**config.mk**
```make
export PLATFORM = sky130hd
export DESIGN_NAME = udp_rx_top
export DESIGN_NICKNAME = d
export VERILOG_FILES = /design/src/udp_rx_pkg.sv /design/src/rx_meta_if.sv /design/src/eth_fcs_check.sv /design/src/rx_pkt_status.sv /design/src/udp_rx.sv /design/src/udp_rx_top.sv
export SDC_FILE = /design/constraint.sdc
export NUM_CORES = 1
export LEC_CHECK = 0
export ABC_CLOCK_PERIOD_IN_PS = 6650
export BUFFER_PORTS_ARGS = -buffer_cell sky130_fd_sc_hd__buf_4
export CAP_MARGIN = 20
export CORE_UTILIZATION = 40
export CTS_BUF_LIST = sky130_fd_sc_hd__clkbuf_4
export DETAILED_ROUTE_END_ITERATION = 16
export PLACE_DENSITY = 0.66
export SYNTH_ARGS = -nofsm -noshare
export SYNTH_HDL_FRONTEND = slang
export SYNTH_SLANG_ARGS = --single-unit
```
**constraint.sdc**
```tcl
create_clock -name clk -period 6.65 [get_ports clk]
set_input_delay 1.33 -clock clk [delete_from_list [all_inputs] [get_ports clk]]
set_output_delay 1.33 -clock clk [all_outputs]
set_load 0.02 [all_outputs]
```
**src/udp_rx_pkg.sv**
```systemverilog
package udp_rx_pkg;

    // **************************************************
    // field widths
    // **************************************************
    typedef logic [47:0] mac_addr_t;
    typedef logic [31:0] ip_addr_t;
    typedef logic [15:0] udp_port_t;
    typedef logic [15:0] byte_cnt_t;
    typedef logic [31:0] rx_word_t;    // first payload byte in [31:24]
    typedef logic [7:0]  gmii_byte_t;
    typedef logic [31:0] crc_t;

    // **************************************************
    // board addresses and protocol constants
    // **************************************************
    localparam mac_addr_t BOARD_MAC = 48'h00_0a_35_01_fe_c0;
    localparam ip_addr_t  BOARD_IP  = {8'd192, 8'd168, 8'd1, 8'd123};
    localparam mac_addr_t BCAST_MAC = 48'hff_ff_ff_ff_ff_ff;

    localparam logic [15:0] ETH_TYPE_IP   = 16'h0800;
    localparam gmii_byte_t  PREAMBLE_BYTE = 8'h55;
    localparam gmii_byte_t  SFD_BYTE      = 8'hd5;
    localparam byte_cnt_t   UDP_HDR_BYTES = 16'd8;

    // reflected crc-32 as used by the ethernet fcs
    localparam crc_t CRC_POLY    = 32'hedb8_8320;
    localparam crc_t CRC_INIT    = 32'hffff_ffff;
    localparam crc_t CRC_RESIDUE = 32'hdebb_20e3;  // register value after a good fcs

    // parser states
    typedef enum logic [2:0] {
        idle,
        preamble,
        eth_head,
        ip_head,
        udp_head,
        rx_data,
        rx_end
    } rx_state_t;

endpackage

```
**src/rx_meta_if.sv**
```systemverilog
interface rx_meta_if import udp_rx_pkg::*; ();

    logic      pkt_done;   // one cycle, payload fully received
    byte_cnt_t byte_num;   // udp payload length
    ip_addr_t  src_ip;
    udp_port_t src_port;
    udp_port_t dst_port;

    // fields hold from one pkt_done to the next
    modport parser (
        output pkt_done,
        output byte_num,
        output src_ip,
        output src_port,
        output dst_port
    );

    modport status (
        input pkt_done,
        input byte_num,
        input src_ip,
        input src_port,
        input dst_port
    );

endinterface

```
**src/eth_fcs_check.sv**
```systemverilog
module eth_fcs_check import udp_rx_pkg::*; (
    input  logic       clk,
    input  logic       rst_n,
    input  logic       gmii_rx_dv,
    input  gmii_byte_t gmii_rxd,
    output logic       frame_end,
    output logic       fcs_ok
);

    logic in_frame;   // sfd seen, dv still high
    logic pre_run;    // nothing but preamble bytes so far in this burst
    crc_t crc;

    // one byte through the reflected crc, lsb first
    function automatic crc_t crc_byte(input crc_t crc_in, input gmii_byte_t data);
        crc_t c;
        c = crc_in;
        for (int i = 0; i < 8; i++) begin
            if (c[0] ^ data[i])
                c = (c >> 1) ^ CRC_POLY;
            else
                c = c >> 1;
        end
        return c;
    endfunction

    always_ff @(posedge clk or negedge rst_n) begin
        if (!rst_n) begin
            in_frame  <= 1'b0;
            pre_run   <= 1'b1;
            crc       <= CRC_INIT;
            frame_end <= 1'b0;
            fcs_ok    <= 1'b0;
        end
        else begin
            frame_end <= 1'b0;
            if (!gmii_rx_dv) begin
                pre_run <= 1'b1;                // rearm for the next burst
                if (in_frame) begin
                    frame_end <= 1'b1;
                    fcs_ok    <= (crc == CRC_RESIDUE);
                    in_frame  <= 1'b0;
                    crc       <= CRC_INIT;
                end
            end
            else if (in_frame) begin
                crc <= crc_byte(crc, gmii_rxd);  // fcs bytes included
            end
            else begin
                pre_run <= pre_run && (gmii_rxd == PREAMBLE_BYTE);
                if (pre_run && (gmii_rxd == SFD_BYTE))
                    in_frame <= 1'b1;
            end
        end
    end

endmodule

```
**src/rx_pkt_status.sv**
```systemverilog
module rx_pkt_status import udp_rx_pkg::*; (
    input  logic      clk,
    input  logic      rst_n,
    rx_meta_if.status meta,
    input  logic      frame_end,
    input  logic      fcs_ok,
    output logic      rec_pkt_done,
    output logic      rec_fcs_ok,
    output byte_cnt_t rec_byte_num,
    output ip_addr_t  rec_src_ip,
    output udp_port_t rec_src_port,
    output udp_port_t rec_dst_port
);

    logic      pending;   // parser result waiting for its fcs verdict
    logic      release_now;
    byte_cnt_t pend_byte_num;
    ip_addr_t  pend_src_ip;
    udp_port_t pend_src_port;
    udp_port_t pend_dst_port;

    assign release_now = frame_end && pending;

    always_ff @(posedge clk or negedge rst_n) begin
        if (!rst_n) begin
            pending      <= 1'b0;
            rec_pkt_done <= 1'b0;
            rec_fcs_ok   <= 1'b0;
        end
        else begin
            rec_pkt_done <= release_now;
            if (release_now)
                rec_fcs_ok <= fcs_ok;
            // every frame end drops the pending result
            if (meta.pkt_done)
                pending <= 1'b1;
            else if (frame_end)
                pending <= 1'b0;
        end
    end

    always_ff @(posedge clk) begin
        if (meta.pkt_done) begin
            pend_byte_num <= meta.byte_num;
            pend_src_ip   <= meta.src_ip;
            pend_src_port <= meta.src_port;
            pend_dst_port <= meta.dst_port;
        end
        if (release_now) begin
            rec_byte_num <= pend_byte_num;
            rec_src_ip   <= pend_src_ip;
            rec_src_port <= pend_src_port;
            rec_dst_port <= pend_dst_port;
        end
    end

endmodule

```
**src/udp_rx.sv**
```systemverilog
module udp_rx import udp_rx_pkg::*; (
    input  logic       clk,
    input  logic       rst_n,
    input  logic       gmii_rx_dv,
    input  gmii_byte_t gmii_rxd,
    output logic       rec_en,
    output rx_word_t   rec_data,
    rx_meta_if.parser  meta
);

    rx_state_t   state;
    rx_state_t   next_state;
    byte_cnt_t   cnt;           // bytes taken since entering the current state
    mac_addr_t   dst_mac;
    gmii_byte_t  eth_type_hi;
    byte_cnt_t   ip_hdr_last;   // index of the last ip header byte
    logic [23:0] dst_ip_hi;     // first three bytes of the destination ip
    ip_addr_t    src_ip;
    udp_port_t   src_port;
    udp_port_t   dst_port;
    byte_cnt_t   udp_len;
    byte_cnt_t   pay_len;
    logic        mac_ok;
    logic        last_byte;
    logic        pkt_end;

    assign pay_len   = udp_len - UDP_HDR_BYTES;
    assign mac_ok    = (dst_mac == BOARD_MAC) || (dst_mac == BCAST_MAC);
    assign last_byte = (cnt == pay_len - 16'd1);

    // last payload byte, or a datagram carrying no payload at all
    assign pkt_end = gmii_rx_dv &&
                     (((state == rx_data) && last_byte) ||
                      ((state == udp_head) && (cnt == 16'd7) && (udp_len == UDP_HDR_BYTES)));

    // **************************************************
    // state machine
    // **************************************************
    always_ff @(posedge clk or negedge rst_n) begin
        if (!rst_n)
            state <= idle;
        else
            state <= next_state;
    end

    always_comb begin
        next_state = state;
        case (state)
            idle: begin
                if (gmii_rx_dv)
                    next_state = (gmii_rxd == PREAMBLE_BYTE) ? preamble : rx_end;
            end
            preamble: begin
                if (!gmii_rx_dv)
                    next_state = idle;
                else if (cnt < 16'd6) begin   // six more preamble bytes
                    if (gmii_rxd != PREAMBLE_BYTE)
                        next_state = rx_end;
                end
                else
                    next_state = (gmii_rxd == SFD_BYTE) ? eth_head : rx_end;
            end
            eth_head: begin
                if (!gmii_rx_dv)
                    next_state = idle;
                else if (cnt == 16'd13) begin
                    if (mac_ok && ({eth_type_hi, gmii_rxd} == ETH_TYPE_IP))
                        next_state = ip_head;
                    else
                        next_state = rx_end;
                end
            end
            ip_head: begin
                if (!gmii_rx_dv)
                    next_state = idle;
                else if (cnt == 16'd0) begin
                    if (gmii_rxd[3:0] < 4'd5)   // ihl too short to hold the addresses
                        next_state = rx_end;
                end
                else if ((cnt == 16'd19) && ({dst_ip_hi, gmii_rxd} != BOARD_IP))
                    next_state = rx_end;
                else if (cnt == ip_hdr_last)
                    next_state = udp_head;
            end
            udp_head: begin
                if (!gmii_rx_dv)
                    next_state = idle;
                else if (cnt == 16'd7)
                    next_state = (udp_len > UDP_HDR_BYTES) ? rx_data : rx_end;
            end
            rx_data: begin
                if (!gmii_rx_dv)
                    next_state = idle;      // truncated frame, no report
                else if (last_byte)
                    next_state = rx_end;
            end
            rx_end: begin
                if (!gmii_rx_dv)
                    next_state = idle;
            end
            default: next_state = idle;
        endcase
    end

    // **************************************************
    // counter and strobes
    // **************************************************
    always_ff @(posedge clk or negedge rst_n) begin
        if (!rst_n) begin
            cnt           <= '0;
            rec_en        <= 1'b0;
            meta.pkt_done <= 1'b0;
        end
        else begin
            if (next_state != state)
                cnt <= '0;
            else if (gmii_rx_dv)
                cnt <= cnt + 16'd1;
            // full word, or the partial word at the end
            rec_en <= gmii_rx_dv && (state == rx_data) && ((cnt[1:0] == 2'd3) || last_byte);
            meta.pkt_done <= pkt_end;
        end
    end

    // **************************************************
    // header capture and payload packing
    // **************************************************
    always_ff @(posedge clk) begin
        if (gmii_rx_dv) begin
            case (state)
                eth_head: begin
                    if (cnt < 16'd6)
                        dst_mac <= {dst_mac[39:0], gmii_rxd};
                    if (cnt == 16'd12)
                        eth_type_hi <= gmii_rxd;
                end
                ip_head: begin
                    if (cnt == 16'd0)
                        ip_hdr_last <= {10'd0, gmii_rxd[3:0], 2'b00} - 16'd1;
                    if ((cnt >= 16'd12) && (cnt <= 16'd15))
                        src_ip <= {src_ip[23:0], gmii_rxd};
                    if ((cnt >= 16'd16) && (cnt <= 16'd18))
                        dst_ip_hi <= {dst_ip_hi[15:0], gmii_rxd};
                end
                udp_head: begin
                    if (cnt <= 16'd1)
                        src_port <= {src_port[7:0], gmii_rxd};
                    else if (cnt <= 16'd3)
                        dst_port <= {dst_port[7:0], gmii_rxd};
                    else if (cnt <= 16'd5)
                        udp_len <= {udp_len[7:0], gmii_rxd};
                end
                rx_data: begin
                    // lower lanes are zeroed as each byte lands
                    case (cnt[1:0])
                        2'd0: rec_data        <= {gmii_rxd, 24'd0};
                        2'd1: rec_data[23:0]  <= {gmii_rxd, 16'd0};
                        2'd2: rec_data[15:0]  <= {gmii_rxd, 8'd0};
                        2'd3: rec_data[7:0]   <= gmii_rxd;
                        default: ;
                    endcase
                end
                default: ;
            endcase
        end

        if (pkt_end) begin
            meta.byte_num <= pay_len;
            meta.src_ip   <= src_ip;
            meta.src_port <= src_port;
            meta.dst_port <= dst_port;
        end
    end

endmodule

```
**src/udp_rx_top.sv**
```systemverilog
module udp_rx_top import udp_rx_pkg::*; (
    input  logic       clk,
    input  logic       rst_n,
    input  logic       gmii_rx_dv,
    input  gmii_byte_t gmii_rxd,
    output logic       rec_en,
    output rx_word_t   rec_data,
    output logic       rec_pkt_done,
    output logic       rec_fcs_ok,
    output byte_cnt_t  rec_byte_num,
    output ip_addr_t   rec_src_ip,
    output udp_port_t  rec_src_port,
    output udp_port_t  rec_dst_port
);

    logic frame_end;
    logic fcs_ok;

    rx_meta_if meta_bus ();

    // header parser and payload packer
    udp_rx u_udp_rx (
        .clk        (clk),
        .rst_n      (rst_n),
        .gmii_rx_dv (gmii_rx_dv),
        .gmii_rxd   (gmii_rxd),
        .rec_en     (rec_en),
        .rec_data   (rec_data),
        .meta       (meta_bus.parser)
    );

    // fcs check on the same byte stream
    eth_fcs_check u_eth_fcs_check (
        .clk        (clk),
        .rst_n      (rst_n),
        .gmii_rx_dv (gmii_rx_dv),
        .gmii_rxd   (gmii_rxd),
        .frame_end  (frame_end),
        .fcs_ok     (fcs_ok)
    );

    rx_pkt_status u_rx_pkt_status (
        .clk          (clk),
        .rst_n        (rst_n),
        .meta         (meta_bus.status),
        .frame_end    (frame_end),
        .fcs_ok       (fcs_ok),
        .rec_pkt_done (rec_pkt_done),
        .rec_fcs_ok   (rec_fcs_ok),
        .rec_byte_num (rec_byte_num),
        .rec_src_ip   (rec_src_ip),
        .rec_src_port (rec_src_port),
        .rec_dst_port (rec_dst_port)
    );

endmodule

```
==> results of run 1 <==
==> sequential cells by signal, summed over array words and instances, names as in the netlist, 24 cells and up <==
signal	count
u_rx_pkt_status.pend_src_ip	32
u_udp_rx.dst_ip_hi	24
u_rx_pkt_status.rec_src_ip	32
u_eth_fcs_check.crc	32
u_udp_rx.dst_mac	48
u_udp_rx.rec_data	32
u_udp_rx.src_ip	32
u_udp_rx.meta.src_ip	32
==> metal layers <==
metal	wire (um)	global-route usage (%)	part of all wire (%)
met5	0	0	0
met4	654	6.53	1.8
met3	1860	3.96	5.2
met2	16300	22.9	46
met1	16600	20.8	47
==> kinds of logic (layout without fill, tap and decap cells) <==
logic type,after synthesis,count (layout),synth area share [%]
other,0,1,0
AO/OA/AOI/OAI,104,104,4.23
flip-flops,497,497,79.2
adder cells (fa/ha/maj),12,12,0.810
XOR/XNOR,120,120,5.98
AND/OR/NAND/NOR,245,245,8.27
multiplexers,6,6,0.351
buffers and inverters,54,370,1.20
==> cell type report <==
class                      instances  area, um2
multi-input combinational        487       3670
clock inverter                    29        153
sequential                       497      14700
fill                            3884      23800
clock buffer                     179       1340
timing repair buffer             139       1090
antenna                            1       2.50
inverter                          23       86.3
tap                              600        751
==> per-stage QoR <==
step,cells,power (mW)
after floorplan,1038,4.02
final,1955,6.45
after CTS,1950,6.54
after global routing,1955,6.75
after detailed placement,1742,4.16
after global placement,1742,4.15
==> cells in the final DEF, fill, tap and decap left out, types with 4 or more instances in the layout <==
cell type and n:
edfxtp_1 437, clkbuf_4 179, buf_4 135, xnor2_1 78, xor2_1 38, dfstp_2 33, o22a_1 32, nand2_1 28
nor4_1 26, dfrtp_1 26, nor2_1 25, nand4_1 24, inv_1 23, and2_1 23, clkinv_1 19, nor3_1 16
o21ai_0 14, a21oi_1 14, nand2b_1 13, ha_1 12, nor4b_1 10, a21oi_2 10, or3_1 9, nand3_1 8
or4_1 7, nand4b_1 7, nor2b_1 6, nor3b_1 5, or4b_2 5, and3_1 5, mux2_2 4, a21o_1 4
==> power groups by stage <==
stage / sequential [mW] / clock, mW / combinational, mW
after global routing: 3.59 / 2.59 / 0.568
final: 3.58 / 2.35 / 0.518
after global placement: 3.64 / 0 / 0.512
after detailed placement: 3.64 / 0 / 0.517
after floorplan: 3.62 / 0 / 0.404
after CTS: 3.58 / 2.44 / 0.520
==> worst max-delay path: stages (launching register included) <==
cell and delay, ns:
edfxtp_1 0.60, inv_1 0.16, ha_1 0.30, xnor2_1 0.44
inv_1 0.16, nor4_2 0.52, nand2_1 0.11, a2111oi_0 0.47
a22o_1 0.22, o22ai_1 0.13, nor3_1 0.26, a22o_4 0.31
buf_16 0.32
==> final timing paths <==
check | startpoint | endpoint | slack [ns]
max | u_udp_rx.udp_len[3] | u_udp_rx.meta.byte_num[2] | 2.19
min | u_udp_rx.meta.src_port[6] | u_rx_pkt_status.pend_src_port[6] | 0.40
max reg2reg | u_udp_rx.udp_len[3] | u_udp_rx.meta.byte_num[2] | 2.19
min reg2reg | u_udp_rx.meta.src_port[6] | u_rx_pkt_status.pend_src_port[6] | 0.40
max in group asynchronous | rst_n | u_udp_rx.meta.pkt_done | 5.46
min in group asynchronous | rst_n | u_udp_rx.meta.pkt_done | 0.61
==> flow_metrics.tcl, run 1 <==
set metrics [dict create \
    status "completed" \
    ant_nets 0 \
    whs_path_depth 0 \
    syn_nets 1061 \
    drt-total-wl_um 35400 \
    post-dp-hpwl_um 22200 \
    ys_types 71 \
    grt_util_all_layers_pct 15.2 \
    netlist_area_mm2 0.0185 \
    synth.avg_cell_area_um2 17.8 \
    antenna_found_initial 3 \
    initial_core_util_pct 40.7 \
    syn_to_final_growth_pct 17.5 \
    p_sw_share_pct 23.3 \
    place_ws_ns 1.85 \
    combPwrFrac_pct 8.0 \
    first_iter_violations 689 \
    p_per_area_mw_per_mm2 296 \
    vias_per_cell 4.94 \
    synth_area_leaders "edfxtp_1 (71%), dfstp_2 (4.7%), xnor2_1 (3.7%)" \
    portBuffers 125 \
    syn_inst 1038 \
    cts_htree_levels 3 \
    intPower_mw 4.95 \
    placed_cell_area_mm2 0.0202 \
    place.gp.congestion 0.849 \
    yosysSeqAreaShare_pct 79.2 \
    maxSlewHeadroom_pct 36.8 \
    grt_pass1_wl_um 54400 \
    path_class "reg2reg" \
    r2r_cells 12 \
    core-area_mm2 0.0456 \
    final_area_mm2 0.0218 \
    pwr-share-clk_pct 36.5 \
    cts_setup_buffers 0 \
    die_w_um 217 \
    vias 9653 \
    grt_pass1_vias 9778 \
    dieHeight_um 217 \
    power.share.sequential_pct 55.5 \
    setup_tns_ns 0 \
    crit_path_max_fanout 69 \
    cts_tree "built" \
    route.detailed.drc 0 \
    hold_class "reg2reg" \
    hold_ws_ns 0.399 \
    setup_viol 0 \
    root_buffer "clkbuf_4" \
    hold_viol 0 \
    synth_edf_count 437 \
    ys_ff_latch 497 \
    cap_violations 0 \
    die_area_mm2 0.0472 \
    fin_skew_ns 0.0524 \
    dr.pass1.iters 5 \
    post-route-util_pct 47.8 \
    clk_pin_slew_ns 0.06 \
    tightest_slew_ns 0.939 \
    startpoint_type "flop" \
    p_switching_mw 1.50 \
    worstPathRequired_ns 7.11 \
    io_pins 126 \
    cts_buffers 114 \
    synthArstFlopShare_pct 12.1 \
    fin_nets 1285 \
    clkLatencyLatePin_ns 0.84 \
    ys_warn_count 0 \
    synth_top_area_cell "edfxtp_1" \
    fin_ws_ns 2.19 \
    grt_overflow 0 \
    yosysMostFrequentCell "edfxtp_1" \
    drive_gt1_share_pct 29.6 \
    grt_setup_unrepaired "no" \
    max_freq_mhz 224 \
    ctsHoldBuffers 0 \
    row_count 78 \
    synthFlopType "edfxtp_1" \
    grt_max_degree 82 \
    finalCritPeriodShare_pct 67.0 \
    synth_commonest_cells "edfxtp_1 (437), xnor2_1 (78), xor2_1 (38)" \
    numClockSinks 497 \
    final_max_slew_viol_count 0 \
    worstPathArrival_ns 4.92 \
    synth_top_area_share_pct 70.8 \
    p_leak_nw 7.49 \
    wl_per_cell_um 18.1 \
    min_period_ns 4.46 \
    post_cts_resized 0 \
    critPathCaptureType "flop" \
    vdd_drop_max_mv 0.167 \
    cts_buffer_depth 3 \
]
Note: power is estimated with default switching activity, not from simulation.
==> run 2, diff against run 1 <==
--- a/config.mk
+++ b/config.mk
@@ -5,13 +5,13 @@
 export SDC_FILE = /design/constraint.sdc
 export NUM_CORES = 1
 export LEC_CHECK = 0
-export ABC_CLOCK_PERIOD_IN_PS = 6650
+export ABC_CLOCK_PERIOD_IN_PS = 3900
 export BUFFER_PORTS_ARGS = -buffer_cell sky130_fd_sc_hd__buf_4
 export CAP_MARGIN = 20
 export CORE_UTILIZATION = 40
 export CTS_BUF_LIST = sky130_fd_sc_hd__clkbuf_4
 export DETAILED_ROUTE_END_ITERATION = 16
-export PLACE_DENSITY = 0.66
+export PLACE_DENSITY = 0.68
 export SYNTH_ARGS = -nofsm -noshare
 export SYNTH_HDL_FRONTEND = slang
 export SYNTH_SLANG_ARGS = --single-unit
==> constraint.sdc (replaced) <==
create_clock -name clk -period 3.9 [get_ports clk]
set_input_delay 0.78 -clock clk [delete_from_list [all_inputs] [get_ports clk]]
set_output_delay 0.78 -clock clk [all_outputs]
set_load 0.02 [all_outputs]
==> run 2 against run 1 <==
Net effect: sequential power up 71%; core utilization up 0.52 points; via count up 1.7%; flip-flop and latch count unchanged; largest power group unchanged; non-clock buffer count up 29; maximum frequency up 22%; die area unchanged.
==> flow_metrics.tcl, run 2 (synthesis gave the netlist of run 1 again) <==
set metrics [dict create \
    fin_ws_ns 0.245 \
    path_class "reg2reg" \
    fin_nets 1316 \
    drive_gt1_share_pct 30.6 \
    p_sw_share_pct 23.5 \
    combPwrFrac_pct 8.3 \
    crit_end "u_udp_rx.meta.byte_num[8]" \
    portBuffers 125 \
    syn_to_final_growth_pct 18.8 \
    drt-total-wl_um 35300 \
    p_per_area_mw_per_mm2 500 \
    die_area_mm2 0.0472 \
    cts_buffers 116 \
    final_max_slew_viol_count 0 \
    largest-register "u_udp_rx.dst_mac" \
    dr.pass1.iters 5 \
    fin_skew_ns 0.0739 \
    clkLatencyLatePin_ns 0.85 \
    cts_htree_levels 3 \
    grt_max_degree 82 \
    cap_violations 0 \
    layout_commonest_cell "edfxtp_1" \
    clk_pin_slew_ns 0.07 \
    maxSlewHeadroom_pct 28.7 \
    critPathCaptureType "flop" \
    crit_path_max_fanout 32 \
    io_pins 126 \
    initial_core_util_pct 40.7 \
    tightest_slew_ns 1.07 \
    wl_per_cell_um 17.8 \
    r2r_cells 11 \
    grt_util_all_layers_pct 15.3 \
    cts_tree "built" \
    die_w_um 217 \
    hold_class "in2reg" \
    p_switching_mw 2.58 \
    critPathLaunch "u_udp_rx.udp_len[3]" \
    post-dp-hpwl_um 22700 \
    fillers 3843 \
    placed_cells 1774 \
    core-area_mm2 0.0456 \
    numClockSinks 497 \
    row_count 78 \
    cts_buffer_depth 3 \
    grt_pass1_wl_um 54600 \
    ant_nets 0 \
    stdcell_count 1990 \
    worstPathRequired_ns 4.40 \
    place_ws_ns 0.148 \
    finalCritPeriodShare_pct 93.7 \
    reg2reg_from "u_udp_rx.udp_len[3]" \
    setup_viol 0 \
    grt_overflow 0 \
    max_freq_mhz 274 \
    first_iter_violations 593 \
    hold_ws_ns 0.194 \
    hold_viol 0 \
    grt_setup_unrepaired "no" \
    grt_pass1_vias 9842 \
    min_period_ns 3.65 \
    intPower_mw 8.41 \
    vias_per_cell 4.93 \
    route.detailed.drc 0 \
    largest_reg_flops 48 \
    r2r_slack_ns 0.25 \
    place.gp.congestion 0.876 \
    r2r_end "u_udp_rx.meta.byte_num[8]" \
    dieHeight_um 217 \
    antenna_found_initial 3 \
    finalPower_mw 11.0 \
    cts_setup_buffers 0 \
    worstPathArrival_ns 4.16 \
    p_leak_nw 7.61 \
    vdd_drop_max_mv 0.444 \
    setup_tns_ns 0 \
    pwr-share-clk_pct 36.2 \
    root_buffer "clkbuf_4" \
    layout_common_cells "edfxtp_1 (437), clkbuf_4 (174), buf_4 (164), xnor2_1 (77), xor2_1 (38)" \
    power.share.sequential_pct 55.6 \
    vias 9813 \
    startpoint_type "flop" \
    status "completed" \
]
-- run 2: worst min path at each step --
stage | from | end | slack [ns] | cells past startpoint
finish | gmii_rxd[2] | u_udp_rx.dst_ip_hi[2] | 0.19 | 1
global route | gmii_rxd[2] | u_udp_rx.dst_ip_hi[2] | 0.10 | 1
CTS | gmii_rxd[2] | u_udp_rx.dst_ip_hi[2] | 0.1 | 1
detailed placement | u_udp_rx.meta.dst_port[11] | u_rx_pkt_status.pend_dst_port[11] | 0.40 | 0
global placement | u_udp_rx.src_ip[29] | u_udp_rx.meta.src_ip[29] | 0.40 | 0
floorplan | u_udp_rx.meta.byte_num[0] | u_rx_pkt_status.pend_byte_num[0] | 0.40 | 0
-- run 2: per-layer routing --
metal	share of wire [%]	routed length, um	track usage [%]	vias up
li1	-	-	-	4619
met1	46	16400	21.1	4839
met2	46	16300	23.3	306
met3	5.9	2090	4.01	49
met4	1.7	606	5.40	0
met5	0	0	0	-
-- run 2: through the flow --
| stage | area [um2] | utilization [%] |
|---|---|---|
| floorplan | 18600 | - |
| global placement | 20500 | 45.0 |
| detailed placement | 20500 | 45.0 |
| CTS | 22000 | 48.3 |
| global route | 22000 | 48.3 |
| finish | 22000 | 48.3 |
-- run 2: critical path, cell delays in order, from the launching register on --
cell and delay [ns]:
edfxtp_1 0.42, inv_1 0.12, ha_1 0.31, or4b_1 0.52, and4bb_2 0.36, xnor3_1 0.28
mux2_2 0.29, o211ai_1 0.23, nor2_1 0.10, nor3_2 0.22, a22o_4 0.25, buf_12 0.22
-- run 2: power groups by stage --
stage | combinational (mW) | clock, mW | sequential, mW
after floorplan | 0.692 | 0 | 6.16
after global placement | 0.896 | 0 | 6.21
after detailed placement | 0.905 | 0 | 6.22
after CTS | 0.912 | 4.12 | 6.11
after global routing | 0.991 | 4.38 | 6.12
final | 0.907 | 3.98 | 6.11
-- run 2: cell type report --
cell class,instances,area (um2),share of cell area [%]
timing repair buffer,168,1300,5.91
tap,600,751,3.41
inverter,23,86.3,0.392
clock inverter,38,184,0.836
multi-input combinational,487,3700,16.8
clock buffer,174,1310,5.94
antenna,3,7.51,0.0341
sequential,497,14700,66.7
-- run 2: what timing repair did --
| action | 4_1_cts | 5_1_grt |
|---|---|---|
| endpoints found under the hold margin | 4 | 0 |
| hold buffers | 1 | 0 |
| endpoints found under the setup margin | 0 | 79 |
| gates resized for setup | 0 | 2 |
